[src/common/mdu_defs.svh]
`ifndef MDU_DEFS_SVH
`define MDU_DEFS_SVH

// Data word of the integer pipe.
`define MDU_WORD_W 32

// Physical register number.
`define MDU_PRF_W 6

// Reorder-buffer tag.
`define MDU_ROB_W 5

// Product stages after the operand register, 2 to 5.
`define MDU_MUL_CYCLE 3

`endif

[src/common/mduPkg.sv]
`include "mdu_defs.svh"

package mduPkg;

    typedef enum logic [1:0] {
        opMult  = 2'd0,
        opMultu = 2'd1,
        opDiv   = 2'd2,
        opDivu  = 2'd3
    } mduOp;

    typedef logic [`MDU_PRF_W-1:0] prfNum;

    typedef logic [`MDU_ROB_W-1:0] robId;

    // The multiplier writes prod, the divider writes divide.
    // Writeback only looks at halves.
    typedef union packed {
        logic [2*`MDU_WORD_W-1:0] prod;

        struct packed {
            logic [`MDU_WORD_W-1:0] rem;   // Goes to HI.
            logic [`MDU_WORD_W-1:0] quo;   // Goes to LO.
        } divide;

        struct packed {
            logic [`MDU_WORD_W-1:0] hi;
            logic [`MDU_WORD_W-1:0] lo;
        } halves;
    } mduResult;

endpackage

[src/mdu/mulPipe.sv]
`include "mdu_defs.svh"

module mulPipe (
    input  logic                   clk,
    input  logic                   rst,
    input  logic                   mulStart,
    input  logic                   isSigned,
    input  logic [`MDU_WORD_W-1:0] srcA,
    input  logic [`MDU_WORD_W-1:0] srcB,
    input  mduPkg::prfNum          dstHi,
    input  mduPkg::prfNum          dstLo,
    input  mduPkg::robId           robHi,
    input  mduPkg::robId           robLo,
    output logic                   mulDone,
    output mduPkg::mduResult       mulRes,
    output mduPkg::prfNum          mulDstHi,
    output mduPkg::prfNum          mulDstLo,
    output mduPkg::robId           mulRobHi,
    output mduPkg::robId           mulRobLo
);
    localparam int W = `MDU_WORD_W;
    localparam int Stages = `MDU_MUL_CYCLE;

    logic                  opValid;
    logic signed [W:0]     opA;
    logic signed [W:0]     opB;
    mduPkg::prfNum         opDstHi;
    mduPkg::prfNum         opDstLo;
    mduPkg::robId          opRobHi;
    mduPkg::robId          opRobLo;
    logic signed [2*W+1:0] fullProd;

    logic [Stages-1:0]     pipeValid;
    mduPkg::mduResult      pipeRes   [Stages];
    mduPkg::prfNum         pipeDstHi [Stages];
    mduPkg::prfNum         pipeDstLo [Stages];
    mduPkg::robId          pipeRobHi [Stages];
    mduPkg::robId          pipeRobLo [Stages];

    always_ff @(posedge clk) begin
        if (rst) begin
            opValid   <= 1'b0;
            pipeValid <= '0;
        end else begin
            opValid   <= mulStart;
            pipeValid <= {pipeValid[Stages-2:0], opValid};
        end
    end

    // 33-bit operands let one signed multiplier serve MULT and MULTU.
    always_ff @(posedge clk) begin
        if (mulStart) begin
            opA     <= {isSigned & srcA[W-1], srcA};
            opB     <= {isSigned & srcB[W-1], srcB};
            opDstHi <= dstHi;
            opDstLo <= dstLo;
            opRobHi <= robHi;
            opRobLo <= robLo;
        end
    end

    assign fullProd = opA * opB;

    always_ff @(posedge clk) begin
        pipeRes[0].prod <= fullProd[2*W-1:0];
        pipeDstHi[0]    <= opDstHi;
        pipeDstLo[0]    <= opDstLo;
        pipeRobHi[0]    <= opRobHi;
        pipeRobLo[0]    <= opRobLo;
        for (int i = 1; i < Stages; i++) begin
            pipeRes[i]   <= pipeRes[i-1];
            pipeDstHi[i] <= pipeDstHi[i-1];
            pipeDstLo[i] <= pipeDstLo[i-1];
            pipeRobHi[i] <= pipeRobHi[i-1];
            pipeRobLo[i] <= pipeRobLo[i-1];
        end
    end

    assign mulDone  = pipeValid[Stages-1];
    assign mulRes   = pipeRes[Stages-1];
    assign mulDstHi = pipeDstHi[Stages-1];
    assign mulDstLo = pipeDstLo[Stages-1];
    assign mulRobHi = pipeRobHi[Stages-1];
    assign mulRobLo = pipeRobLo[Stages-1];

    // Writeback drains one result per two cycles.
    assert property (@(posedge clk) disable iff (rst) mulStart |=> !mulStart)
        else $error("mulPipe: multiplies issued on consecutive cycles");

endmodule

[src/mdu/divUnit.sv]
`include "mdu_defs.svh"

module divUnit (
    input  logic                   clk,
    input  logic                   rst,
    input  logic                   divStart,
    input  logic                   isSigned,
    input  logic [`MDU_WORD_W-1:0] srcA,
    input  logic [`MDU_WORD_W-1:0] srcB,
    input  mduPkg::prfNum          dstHi,
    input  mduPkg::prfNum          dstLo,
    input  mduPkg::robId           robHi,
    input  mduPkg::robId           robLo,
    input  logic                   divTaken,
    output logic                   divBusy,
    output logic                   divDone,
    output mduPkg::mduResult       divRes,
    output mduPkg::prfNum          divDstHi,
    output mduPkg::prfNum          divDstLo,
    output mduPkg::robId           divRobHi,
    output mduPkg::robId           divRobLo
);
    localparam int W = `MDU_WORD_W;
    localparam int CntW = $clog2(W) + 1;

    logic [CntW-1:0] stepCnt;
    logic [W-1:0]    absA;
    logic [W-1:0]    absB;
    logic [W-1:0]    dvsr;
    logic [W-1:0]    remReg;
    logic [W-1:0]    quoReg;      // Dividend bits shift out, quotient bits shift in.
    logic [W-1:0]    remNext;
    logic [W-1:0]    quoNext;
    logic [W:0]      partial;
    logic [W:0]      diff;
    logic            fits;
    logic            negQ;
    logic            negR;
    logic            zeroDiv;

    assign absA = (isSigned && srcA[W-1]) ? -srcA : srcA;
    assign absB = (isSigned && srcB[W-1]) ? -srcB : srcB;

    // One restoring step.
    assign partial = {remReg, quoReg[W-1]};
    assign diff    = partial - {1'b0, dvsr};
    assign fits    = partial >= {1'b0, dvsr};
    assign remNext = fits ? diff[W-1:0] : partial[W-1:0];
    assign quoNext = {quoReg[W-2:0], fits};

    always_ff @(posedge clk) begin
        if (rst) begin
            divBusy <= 1'b0;
            divDone <= 1'b0;
            stepCnt <= '0;
        end else begin
            divDone <= (stepCnt == CntW'(1));
            if (divStart) begin
                divBusy <= 1'b1;
                stepCnt <= CntW'(W);
            end else if (stepCnt != '0) begin
                stepCnt <= stepCnt - 1'b1;
            end
            // Result stays here until writeback has copied it.
            if (divTaken) begin
                divBusy <= 1'b0;
            end
        end
    end

    always_ff @(posedge clk) begin
        if (divStart) begin
            dvsr     <= absB;
            quoReg   <= absA;
            remReg   <= '0;
            negQ     <= isSigned & (srcA[W-1] ^ srcB[W-1]);
            negR     <= isSigned & srcA[W-1];     // Remainder follows the dividend.
            zeroDiv  <= (srcB == '0);
            divDstHi <= dstHi;
            divDstLo <= dstLo;
            divRobHi <= robHi;
            divRobLo <= robLo;
        end else if (stepCnt != '0) begin
            remReg <= remNext;
            quoReg <= quoNext;
        end

        // Last step also fixes the signs.
        // MIN / -1 needs nothing extra, magnitude 2^31 negates to itself.
        if (stepCnt == CntW'(1)) begin
            divRes.divide.quo <= zeroDiv ? '1 : (negQ ? -quoNext : quoNext);
            divRes.divide.rem <= negR ? -remNext : remNext;   // Dividend when divisor is 0.
        end
    end

    assert property (@(posedge clk) disable iff (rst) divStart |-> !divBusy)
        else $error("divUnit: divide issued while divider busy");

endmodule

[src/mdu/mduWriteback.sv]
`include "mdu_defs.svh"

module mduWriteback (
    input  logic                   clk,
    input  logic                   rst,
    input  logic                   mulDone,
    input  mduPkg::mduResult       mulRes,
    input  mduPkg::prfNum          mulDstHi,
    input  mduPkg::prfNum          mulDstLo,
    input  mduPkg::robId           mulRobHi,
    input  mduPkg::robId           mulRobLo,
    input  logic                   divDone,
    input  mduPkg::mduResult       divRes,
    input  mduPkg::prfNum          divDstHi,
    input  mduPkg::prfNum          divDstLo,
    input  mduPkg::robId           divRobHi,
    input  mduPkg::robId           divRobLo,
    output logic                   divTaken,
    output logic                   wbEn,
    output mduPkg::prfNum          wbDst,
    output logic [`MDU_WORD_W-1:0] wbData,
    output mduPkg::robId           wbRob
);
    typedef enum logic [1:0] {
        idle,
        hiOut,
        loOut,
        loHold     // Lo cycle with a multiply parked behind it.
    } wbState;

    wbState           state;
    wbState           nextState;
    logic             divPending;
    logic             slotFree;
    logic             takeMul;
    logic             parkMul;
    logic             grantDiv;

    mduPkg::mduResult curRes;
    mduPkg::prfNum    curDstHi;
    mduPkg::prfNum    curDstLo;
    mduPkg::robId     curRobHi;
    mduPkg::robId     curRobLo;
    mduPkg::mduResult parkRes;
    mduPkg::prfNum    parkDstHi;
    mduPkg::prfNum    parkDstLo;
    mduPkg::robId     parkRobHi;
    mduPkg::robId     parkRobLo;

    assign slotFree = (state == idle) || (state == loOut);
    assign takeMul  = mulDone && slotFree;
    assign parkMul  = mulDone && (state == hiOut);   // Result can't wait in mulPipe.
    assign grantDiv = divPending && !mulDone && slotFree;
    assign divTaken = grantDiv;

    always_comb begin
        case (state)
            idle, loOut: nextState = (mulDone || grantDiv) ? hiOut : idle;
            hiOut:       nextState = parkMul ? loHold : loOut;
            loHold:      nextState = hiOut;
            default:     nextState = idle;
        endcase
    end

    always_ff @(posedge clk) begin
        if (rst) begin
            state      <= idle;
            divPending <= 1'b0;
        end else begin
            state <= nextState;
            if (divDone) begin
                divPending <= 1'b1;
            end else if (grantDiv) begin
                divPending <= 1'b0;
            end
        end
    end

    always_ff @(posedge clk) begin
        if (takeMul) begin
            curRes   <= mulRes;
            curDstHi <= mulDstHi;
            curDstLo <= mulDstLo;
            curRobHi <= mulRobHi;
            curRobLo <= mulRobLo;
        end else if (grantDiv) begin
            curRes   <= divRes;
            curDstHi <= divDstHi;
            curDstLo <= divDstLo;
            curRobHi <= divRobHi;
            curRobLo <= divRobLo;
        end else if (state == loHold) begin
            curRes   <= parkRes;
            curDstHi <= parkDstHi;
            curDstLo <= parkDstLo;
            curRobHi <= parkRobHi;
            curRobLo <= parkRobLo;
        end

        if (parkMul) begin
            parkRes   <= mulRes;
            parkDstHi <= mulDstHi;
            parkDstLo <= mulDstLo;
            parkRobHi <= mulRobHi;
            parkRobLo <= mulRobLo;
        end
    end

    assign wbEn   = (state != idle);
    assign wbDst  = (state == hiOut) ? curDstHi : curDstLo;
    assign wbData = (state == hiOut) ? curRes.halves.hi : curRes.halves.lo;
    assign wbRob  = (state == hiOut) ? curRobHi : curRobLo;

    // A park leaves no room for a second one in the next cycle.
    // Issue spacing keeps mulDone apart by two cycles.
    assert property (@(posedge clk) disable iff (rst) state == loHold |-> !mulDone)
        else $error("mduWriteback: multiply result arrived while one is parked");

endmodule

[src/mdu/mduTop.sv]
`include "mdu_defs.svh"

module mduTop (
    input  logic                   clk,
    input  logic                   rst,
    input  logic                   issueValid,
    input  mduPkg::mduOp           issueOp,
    input  logic [`MDU_WORD_W-1:0] srcA,
    input  logic [`MDU_WORD_W-1:0] srcB,
    input  mduPkg::prfNum          dstHi,
    input  mduPkg::prfNum          dstLo,
    input  mduPkg::robId           robHi,
    input  mduPkg::robId           robLo,
    output logic                   divBusy,
    output logic                   wbEn,
    output mduPkg::prfNum          wbDst,
    output logic [`MDU_WORD_W-1:0] wbData,
    output mduPkg::robId           wbRob
);
    logic             isMul;
    logic             isSigned;
    logic             mulStart;
    logic             divStart;
    logic             divTaken;

    logic             mulDone;
    mduPkg::mduResult mulRes;
    mduPkg::prfNum    mulDstHi;
    mduPkg::prfNum    mulDstLo;
    mduPkg::robId     mulRobHi;
    mduPkg::robId     mulRobLo;

    logic             divDone;
    mduPkg::mduResult divRes;
    mduPkg::prfNum    divDstHi;
    mduPkg::prfNum    divDstLo;
    mduPkg::robId     divRobHi;
    mduPkg::robId     divRobLo;

    // The only place the opcode is decoded.
    assign isMul    = (issueOp == mduPkg::opMult) || (issueOp == mduPkg::opMultu);
    assign isSigned = (issueOp == mduPkg::opMult) || (issueOp == mduPkg::opDiv);
    assign mulStart = issueValid && isMul;
    assign divStart = issueValid && !isMul;

    mulPipe uMul (
        .clk      (clk),
        .rst      (rst),
        .mulStart (mulStart),
        .isSigned (isSigned),
        .srcA     (srcA),
        .srcB     (srcB),
        .dstHi    (dstHi),
        .dstLo    (dstLo),
        .robHi    (robHi),
        .robLo    (robLo),
        .mulDone  (mulDone),
        .mulRes   (mulRes),
        .mulDstHi (mulDstHi),
        .mulDstLo (mulDstLo),
        .mulRobHi (mulRobHi),
        .mulRobLo (mulRobLo)
    );

    divUnit uDiv (
        .clk      (clk),
        .rst      (rst),
        .divStart (divStart),
        .isSigned (isSigned),
        .srcA     (srcA),
        .srcB     (srcB),
        .dstHi    (dstHi),
        .dstLo    (dstLo),
        .robHi    (robHi),
        .robLo    (robLo),
        .divTaken (divTaken),
        .divBusy  (divBusy),
        .divDone  (divDone),
        .divRes   (divRes),
        .divDstHi (divDstHi),
        .divDstLo (divDstLo),
        .divRobHi (divRobHi),
        .divRobLo (divRobLo)
    );

    mduWriteback uWb (
        .clk      (clk),
        .rst      (rst),
        .mulDone  (mulDone),
        .mulRes   (mulRes),
        .mulDstHi (mulDstHi),
        .mulDstLo (mulDstLo),
        .mulRobHi (mulRobHi),
        .mulRobLo (mulRobLo),
        .divDone  (divDone),
        .divRes   (divRes),
        .divDstHi (divDstHi),
        .divDstLo (divDstLo),
        .divRobHi (divRobHi),
        .divRobLo (divRobLo),
        .divTaken (divTaken),
        .wbEn     (wbEn),
        .wbDst    (wbDst),
        .wbData   (wbData),
        .wbRob    (wbRob)
    );

endmodule

[config.mk]
export PLATFORM = sky130hd
export DESIGN_NAME = mduTop
export DESIGN_NICKNAME = d
export VERILOG_FILES = /design/src/common/mduPkg.sv /design/src/mdu/mulPipe.sv /design/src/mdu/divUnit.sv /design/src/mdu/mduWriteback.sv /design/src/mdu/mduTop.sv
export VERILOG_INCLUDE_DIRS = /design/src /design/src/common
export SDC_FILE = /design/constraint.sdc
export NUM_CORES = 2
export LEC_CHECK = 0
export BUFFER_PORTS_ARGS = -buffer_cell sky130_fd_sc_hd__buf_2
export CAP_MARGIN = 20
export CORE_MARGIN = 3
export CORE_UTILIZATION = 59
export CTS_CLUSTER_SIZE = 40
export DETAILED_ROUTE_END_ITERATION = 16
export PLACE_DENSITY = 0.82
export SYNTH_ARGS = -nofsm -noshare
export SYNTH_HDL_FRONTEND = slang
export SYNTH_SLANG_ARGS = --single-unit
[constraint.sdc]
create_clock -name clk -period 7.72 [get_ports clk]
set_clock_uncertainty 0.2 [all_clocks]
set_input_delay 0.772 -clock clk [delete_from_list [all_inputs] [get_ports clk]]
set_output_delay 0.772 -clock clk [all_outputs]
set_load 0.01 [all_outputs]
# After elaboration in Yosys (flattened, before gate mapping)
# Memory sizes are Yosys's and may differ from the RTL's.
# Cells that the tools add are included.
# Widths: inputs -> output; s select.
[classes]
n_addsub = 6
multipliers = 1
div_mod_pow = 0
magnitude_cmp = 1
n_eq_ne = 6
shifts = 0
mux = 32
bitwise = 4
n_reduce_logical = 25
[ops]
columns = ["op", "n"]
rows = [
  ["$mux 32", 8],
  ["$mux 64", 3],
  ["$neg 32->32", 4],
  ["$mul 33x33->64", 1],
  ["$mux 6", 9],
  ["$mux 5", 7],
  ["$ge 33x32->1", 1],
  ["$logic_not 32->1", 1],
  ["$sub 32x32->32", 1],
  ["$logic_and 1x1->1", 8],
  ["$eq 2x2->1 const B", 3],
  ["$eq 6x1->1 const B", 1],
  ["$pmux 2 s3", 1],
  ["$reduce_bool 2->1", 3],
  ["$reduce_bool 6->1", 1],
  ["$reduce_or 2->1", 3],
  ["$sub 6x1->6 const B", 1],
  ["$eq 2x1->1 const B", 2],
  ["$logic_not 2->1", 2],
  ["$logic_or 1x1->1", 4],
  ["$mux 1", 4],
  ["$and 1x1->1", 3],
  ["$reduce_bool 3->1", 1],
  ["$logic_not 1->1", 2],
  ["$xor 1x1->1", 1],
]
[totals]
regBits = 460
latch_bits = 0
mem_bits_rw = 258
mem_bits_ro = 0
in_bits = 91
word_cells = 116
mem_count = 5
[mem_list]
columns = ["name", "words", "width", "rd", "rd_clocked_by_memory_dff", "wr", "line", "source"]
rows = [
  ["uMul.pipeRes", 3, 64, 3, 0, 3, "mulPipe.sv:34", "mduPkg::mduResult pipeRes [Stages];"],
  ["uMul.pipeDstHi", 3, 6, 3, 0, 3, "mulPipe.sv:35", "mduPkg::prfNum pipeDstHi [Stages];"],
  ["uMul.pipeDstLo", 3, 6, 3, 0, 3, "mulPipe.sv:36", "mduPkg::prfNum pipeDstLo [Stages];"],
  ["uMul.pipeRobHi", 3, 5, 3, 0, 3, "mulPipe.sv:37", "mduPkg::robId pipeRobHi [Stages];"],
  ["uMul.pipeRobLo", 3, 5, 3, 0, 3, "mulPipe.sv:38", "mduPkg::robId pipeRobLo [Stages];"],
]

# Logic depth before layout (Yosys ltp)
[depth]
word_depth = 6
mapped_depth = 30
ltp_nobuf = 28

# Hierarchy
# Synthesis repeated with hierarchy kept, for this count alone.
[hier_totals]
hier_cells = 6500
hier_area_um2 = 67323.3
[modules_own_cells]
columns = ["module", "n_inst", "cells_per_inst", "area_per_inst_um2", "seq_area_each_um2"]
rows = [
  ["mulPipe", 1, 4600, 46910.0, 7887.6],
  ["divUnit", 1, 1265, 11890.2, 5395.2],
  ["mduWriteback", 1, 632, 8503.2, 5225.0],
  ["mduTop", 1, 3, 20.0, 0.0],
]

# Least setup slack after synthesis
# OpenSTA, ideal clock, no wires.
[synth_path]
kind = "register -> register"
start = "reg uMul.opA[32]"
end = "mem uMul.pipeRes[0][61] (netlist bit)"
setup_ns = 0.072
t_arrival_ns = 7.781
required_time_ns = 7.448
setup_slack_ns = -0.334
path_stages_with_launch = 29
path_buffers = 2
path_cell_list = "edfxtp_1 -> clkbuf_1 -> nand2_1 -> inv_1 -> fa_1 -> fa_1 -> fa_1 -> inv_1 -> fa_1 -> inv_1 -> fa_1 -> fa_1 -> fa_1 -> inv_1 -> fa_1 -> inv_1 -> ha_1 -> clkbuf_1 -> a21oi_1 -> o21bai_1 -> a21o_1 -> a21o_1 -> a21oi_1 -> o21ai_0 -> nor2_1 -> o21a_1 -> o21bai_1 -> a21oi_1 -> xnor2_1"
[synth_rtl]
columns = ["element", "line", "source"]
rows = [
  ["from (decl)", "mulPipe.sv:25", "logic signed [W:0] opA;"],
  ["from (signal assigned)", "mulPipe.sv:53", "opA <= {isSigned & srcA[W-1], srcA};"],
  ["to (decl)", "mulPipe.sv:34", ""],
]

==> metrics.md <==
| Metric | Value |
|---|---|
| Root Buffer | `clkbuf_16` |
| DRT Pass-1 Iters | `6` |
| Xor and xnor fraction of the mapped netlist area | `0.0301` |
| Max Buffers Root-to-Sink | `3` |
| Post-route setup slack | `-239 ps` |
| First-pass GRT wire length | `275000 um` |
| Fmax | `126 MHz` |
| Yosys warns | `0` |
| # DRC | `0` |
| IO Port Bufs | `135` |
| Crit path launch type | `flop` |
| Final Max Slew Viols | `0` |
| 1st-iter DRT viols | `4137` |
| RR Endpoint | `uMul.pipeRes[0][56]$_DFF_P_` |
| Die Width | `337 um` |
| Total grt overflow | `0` |
| Gr usage total | `0.317` |
| Min cycle time layout | `7960 ps` |
| Status | `complete, but fails checks` |
| Compound-Gate Fraction of Synth Area | `0.0659` |
| CTS tree | `built` |
| RSZ-0062 raised after global routing | `yes` |
| Fin Setup TNS | `-1880 ps` |
| Hold wc startpoint | `uMul.pipeRes[0][0]$_DFF_P_` |
| Setup crit end kind | `flop` |
| Syn nets | `7643` |
| Mean post-synth cell area | `10.5 um2` |
| Hold Path End | `uMul.pipeRes[0][64]$_DFF_P_` |
| Clock latency on the worst-skew pair | `630 ps` |
| Final Cycle Share | `1.03` |
| Standard-cell row count | `120` |
| Crit Path Class | `reg2reg` |
| DP HPWL | `135000 um` |
| Mapped Area | `64700 um2` |
| CP max FO | `6` |
| Die Y | `337 um` |
| Core area | `108000 um2` |
| Worst slew margin | `0.330` |
| Num Clock Sinks | `718` |
| Synthesized flop and latch total | `718` |
| Main combinational cell family by area after synthesis | `adder cells` |
| Post-synthesis cell type count | `76` |
| Hold Vio Cnt, Final | `0` |
| H-Tree Depth | `3` |
| Async SR Flop Fraction | `0` |
| Mapped Cells | `6176` |
| Initial antenna violation count | `16` |
| Mux cell area share after synthesis | `0.00983` |
| Synth-to-layout area growth | `12.3%` |
| Synth Area in Adders | `0.397` |
| Synth Area in Simple Gates | `0.128` |
| Die area | `114000 um2` |
| Hold depth | `0` |
| Max cap viols | `0` |
| Worst hold path class | `reg2reg` |
| Failing checks | `negative setup slack` |
| Final antenna-violating net count | `0` |
| Commonest cells after routing, fill and taps aside | `fa_1, inv_1, nand2_1` |
| Final wirelength | `179000 um` |
| # setup viols final | `17` |
| RR Startpoint | `uMul.opB[0]$_DFFE_PP_` |
| Routed WL per cell | `22.6 um` |
| Largest net degree at the start of global routing | `91` |
| Register clock-pin slew on the reported worst setup and hold paths | `70 ps` |
| Seq/Total Area, Yosys | `0.286` |
| Layout net count | `7909` |
| Share of layout cells above drive strength 1 | `0.129` |
| Vias in the first global route | `49600` |
| Reg2Reg Depth | `27` |
| Initial core utilization | `0.599` |
| R2r setup slk | `-240 ps` |
| Commonest non-fill, non-tap cell in the layout | `fa_1` |
| TritonCTS buffer count | `68` |
| Post-synth EDFFs | `413` |
| WP data required | `8010 ps` |
| Arr. time, crit path | `8250 ps` |
| Worst-Margin Slew | `1000 ps` |
| Final Wtd Congestion | `0.948` |
| Top_reg_cell synth | `edfxtp_1` |
| Num ports | `136` |
| Via Count | `46100` |
| Vias/cell | `5.82` |
[metal layers]
layer	global-route usage	up-vias	wire [um]
li1	-	19700	-
met1	0.396	23200	64700
met2	0.528	2472	86700
met3	0.0606	655	16600
met4	0.164	6	10600
met5	0	-	44
[logic make-up after synthesis]
family / Yosys count
compound gates: 668
xor+xnor: 222
fa+ha+maj: 1376
buf+inv: 1431
flops: 718
mux: 58
simple gates: 1703
[what timing repair did]
item	4_1_cts	5_1_grt
gates resized for setup	53	131
pin swaps	44	135
buffers inserted	14	20
gates cloned	2	2
endpoints found under the setup margin	18	30
hold buffers	0	0
[final cells by class]
class | count | area (um2)
timing repair buffer | 498 | 4370
antenna | 14 | 35.0
tap | 1403 | 1760
clock inverter | 40 | 389
sequential | 718 | 18500
clock buffer | 84 | 1860
fill | 7503 | 35300
multi-input combinational | 4027 | 41500
inverter | 1129 | 4240
[worst max path at each step]
stage / start / endpoint / slack, ps / depth (start not counted)
after floorplan: uMul.opA[32]$_DFFE_PP_ / uMul.pipeRes[0][61]$_DFF_P_ / 10 / 30
after global placement: uMul.opA[26]$_DFFE_PP_ / uMul.pipeRes[0][63]$_DFF_P_ / -210 / 28
after detailed placement: uMul.opB[0]$_DFFE_PP_ / uMul.pipeRes[0][61]$_DFF_P_ / -260 / 29
after CTS: uMul.opB[0]$_DFFE_PP_ / uMul.pipeRes[0][61]$_DFF_P_ / -40 / 30
after global routing: uMul.opB[0]$_DFFE_PP_ / uMul.pipeRes[0][56]$_DFF_P_ / -450 / 27
final: uMul.opB[0]$_DFFE_PP_ / uMul.pipeRes[0][56]$_DFF_P_ / -240 / 27
[state kept, by name (all words and copies together) (netlist names), 6 cells and up]
register,flops
uMul.opA,33
uDiv.divRes,64
uMul.pipeRes,192
uWb.parkDstLo,6
uMul.pipeDstHi,18
uWb.curRes,64
uDiv.remReg,32
uWb.parkRes,64
uDiv.dvsr,32
uMul.opB,33
uMul.pipeRobHi,15
uWb.curDstHi,6
uDiv.divDstLo,6
uWb.parkDstHi,6
uMul.pipeRobLo,15
uDiv.stepCnt,6
uWb.curDstLo,6
uMul.opDstHi,6
uMul.opDstLo,6
uDiv.quoReg,32
uDiv.divDstHi,6
uMul.pipeDstLo,18
[worst max-delay path, cell delays in order (launching register included)]
cell	delay [ps]
edfxtp_1	470
buf_12	180
buf_12	120
and2_1	160
fa_1	550
inv_1	70
fa_1	530
inv_1	50
fa_1	480
inv_1	60
fa_2	560
fa_1	440
fa_1	550
inv_1	50
fa_1	450
fa_1	550
ha_4	230
a21oi_2	180
o21ai_1	110
a21o_1	210
a21oi_2	220
o21ai_2	110
nand4b_1	290
a41o_4	360
a31o_4	230
a31oi_1	160
o21ai_1	100
xor2_1	160
[cell usage after synthesis, types with 5 or more instances]
cell type,count,area [um2]
a22oi_1,86,646
nor2b_1,15,93.8
a2111oi_0,5,43.8
o21ai_1,8,40.0
o21bai_1,16,120
clkbuf_1,281,1050
nand3b_1,6,45.0
and2_1,523,3270
nor4_1,17,106
inv_1,1129,4240
nand4_1,16,100
o41ai_1,14,123
xor2_1,105,920
a21o_1,48,360
o211ai_1,7,52.6
o21ai_0,222,1110
a31oi_1,11,68.8
buf_2,9,45.0
ha_1,250,3130
xnor2_1,117,1020
a21oi_1,123,616
nor3_1,36,180
nor2_1,170,638
o31ai_2,6,75.1
o21a_1,17,128
fa_1,1126,22500
and3_1,17,106
nand3_1,21,105
dfxtp_1,305,6110
edfxtp_1,413,12400
o31ai_1,25,188
mux2i_1,14,140
or3_1,15,93.8
or2_2,7,43.8
nand2_1,795,2980
mux2_2,44,495
buf_1,12,45.0
or4_1,14,105
a31o_2,7,61.3
a211oi_1,37,278
nand2b_1,29,181
[through the flow]
step | hold slack, ps | utilization | instance area, um2 | cells | setup WS, ps
after floorplan | 110 | - | 64700 | 6176 | 9.85
after global placement | 110 | 0.642 | 69300 | 7737 | -208
after detailed placement | 112 | 0.642 | 69300 | 7737 | -264
after CTS | 106 | 0.666 | 71900 | 7877 | -44.2
after global routing | 117 | 0.673 | 72600 | 7906 | -449
final | 117 | 0.673 | 72600 | 7913 | -239
Power is not shown: default switching activity piles up to over one toggle a cycle in this logic, so the estimate is an artifact.
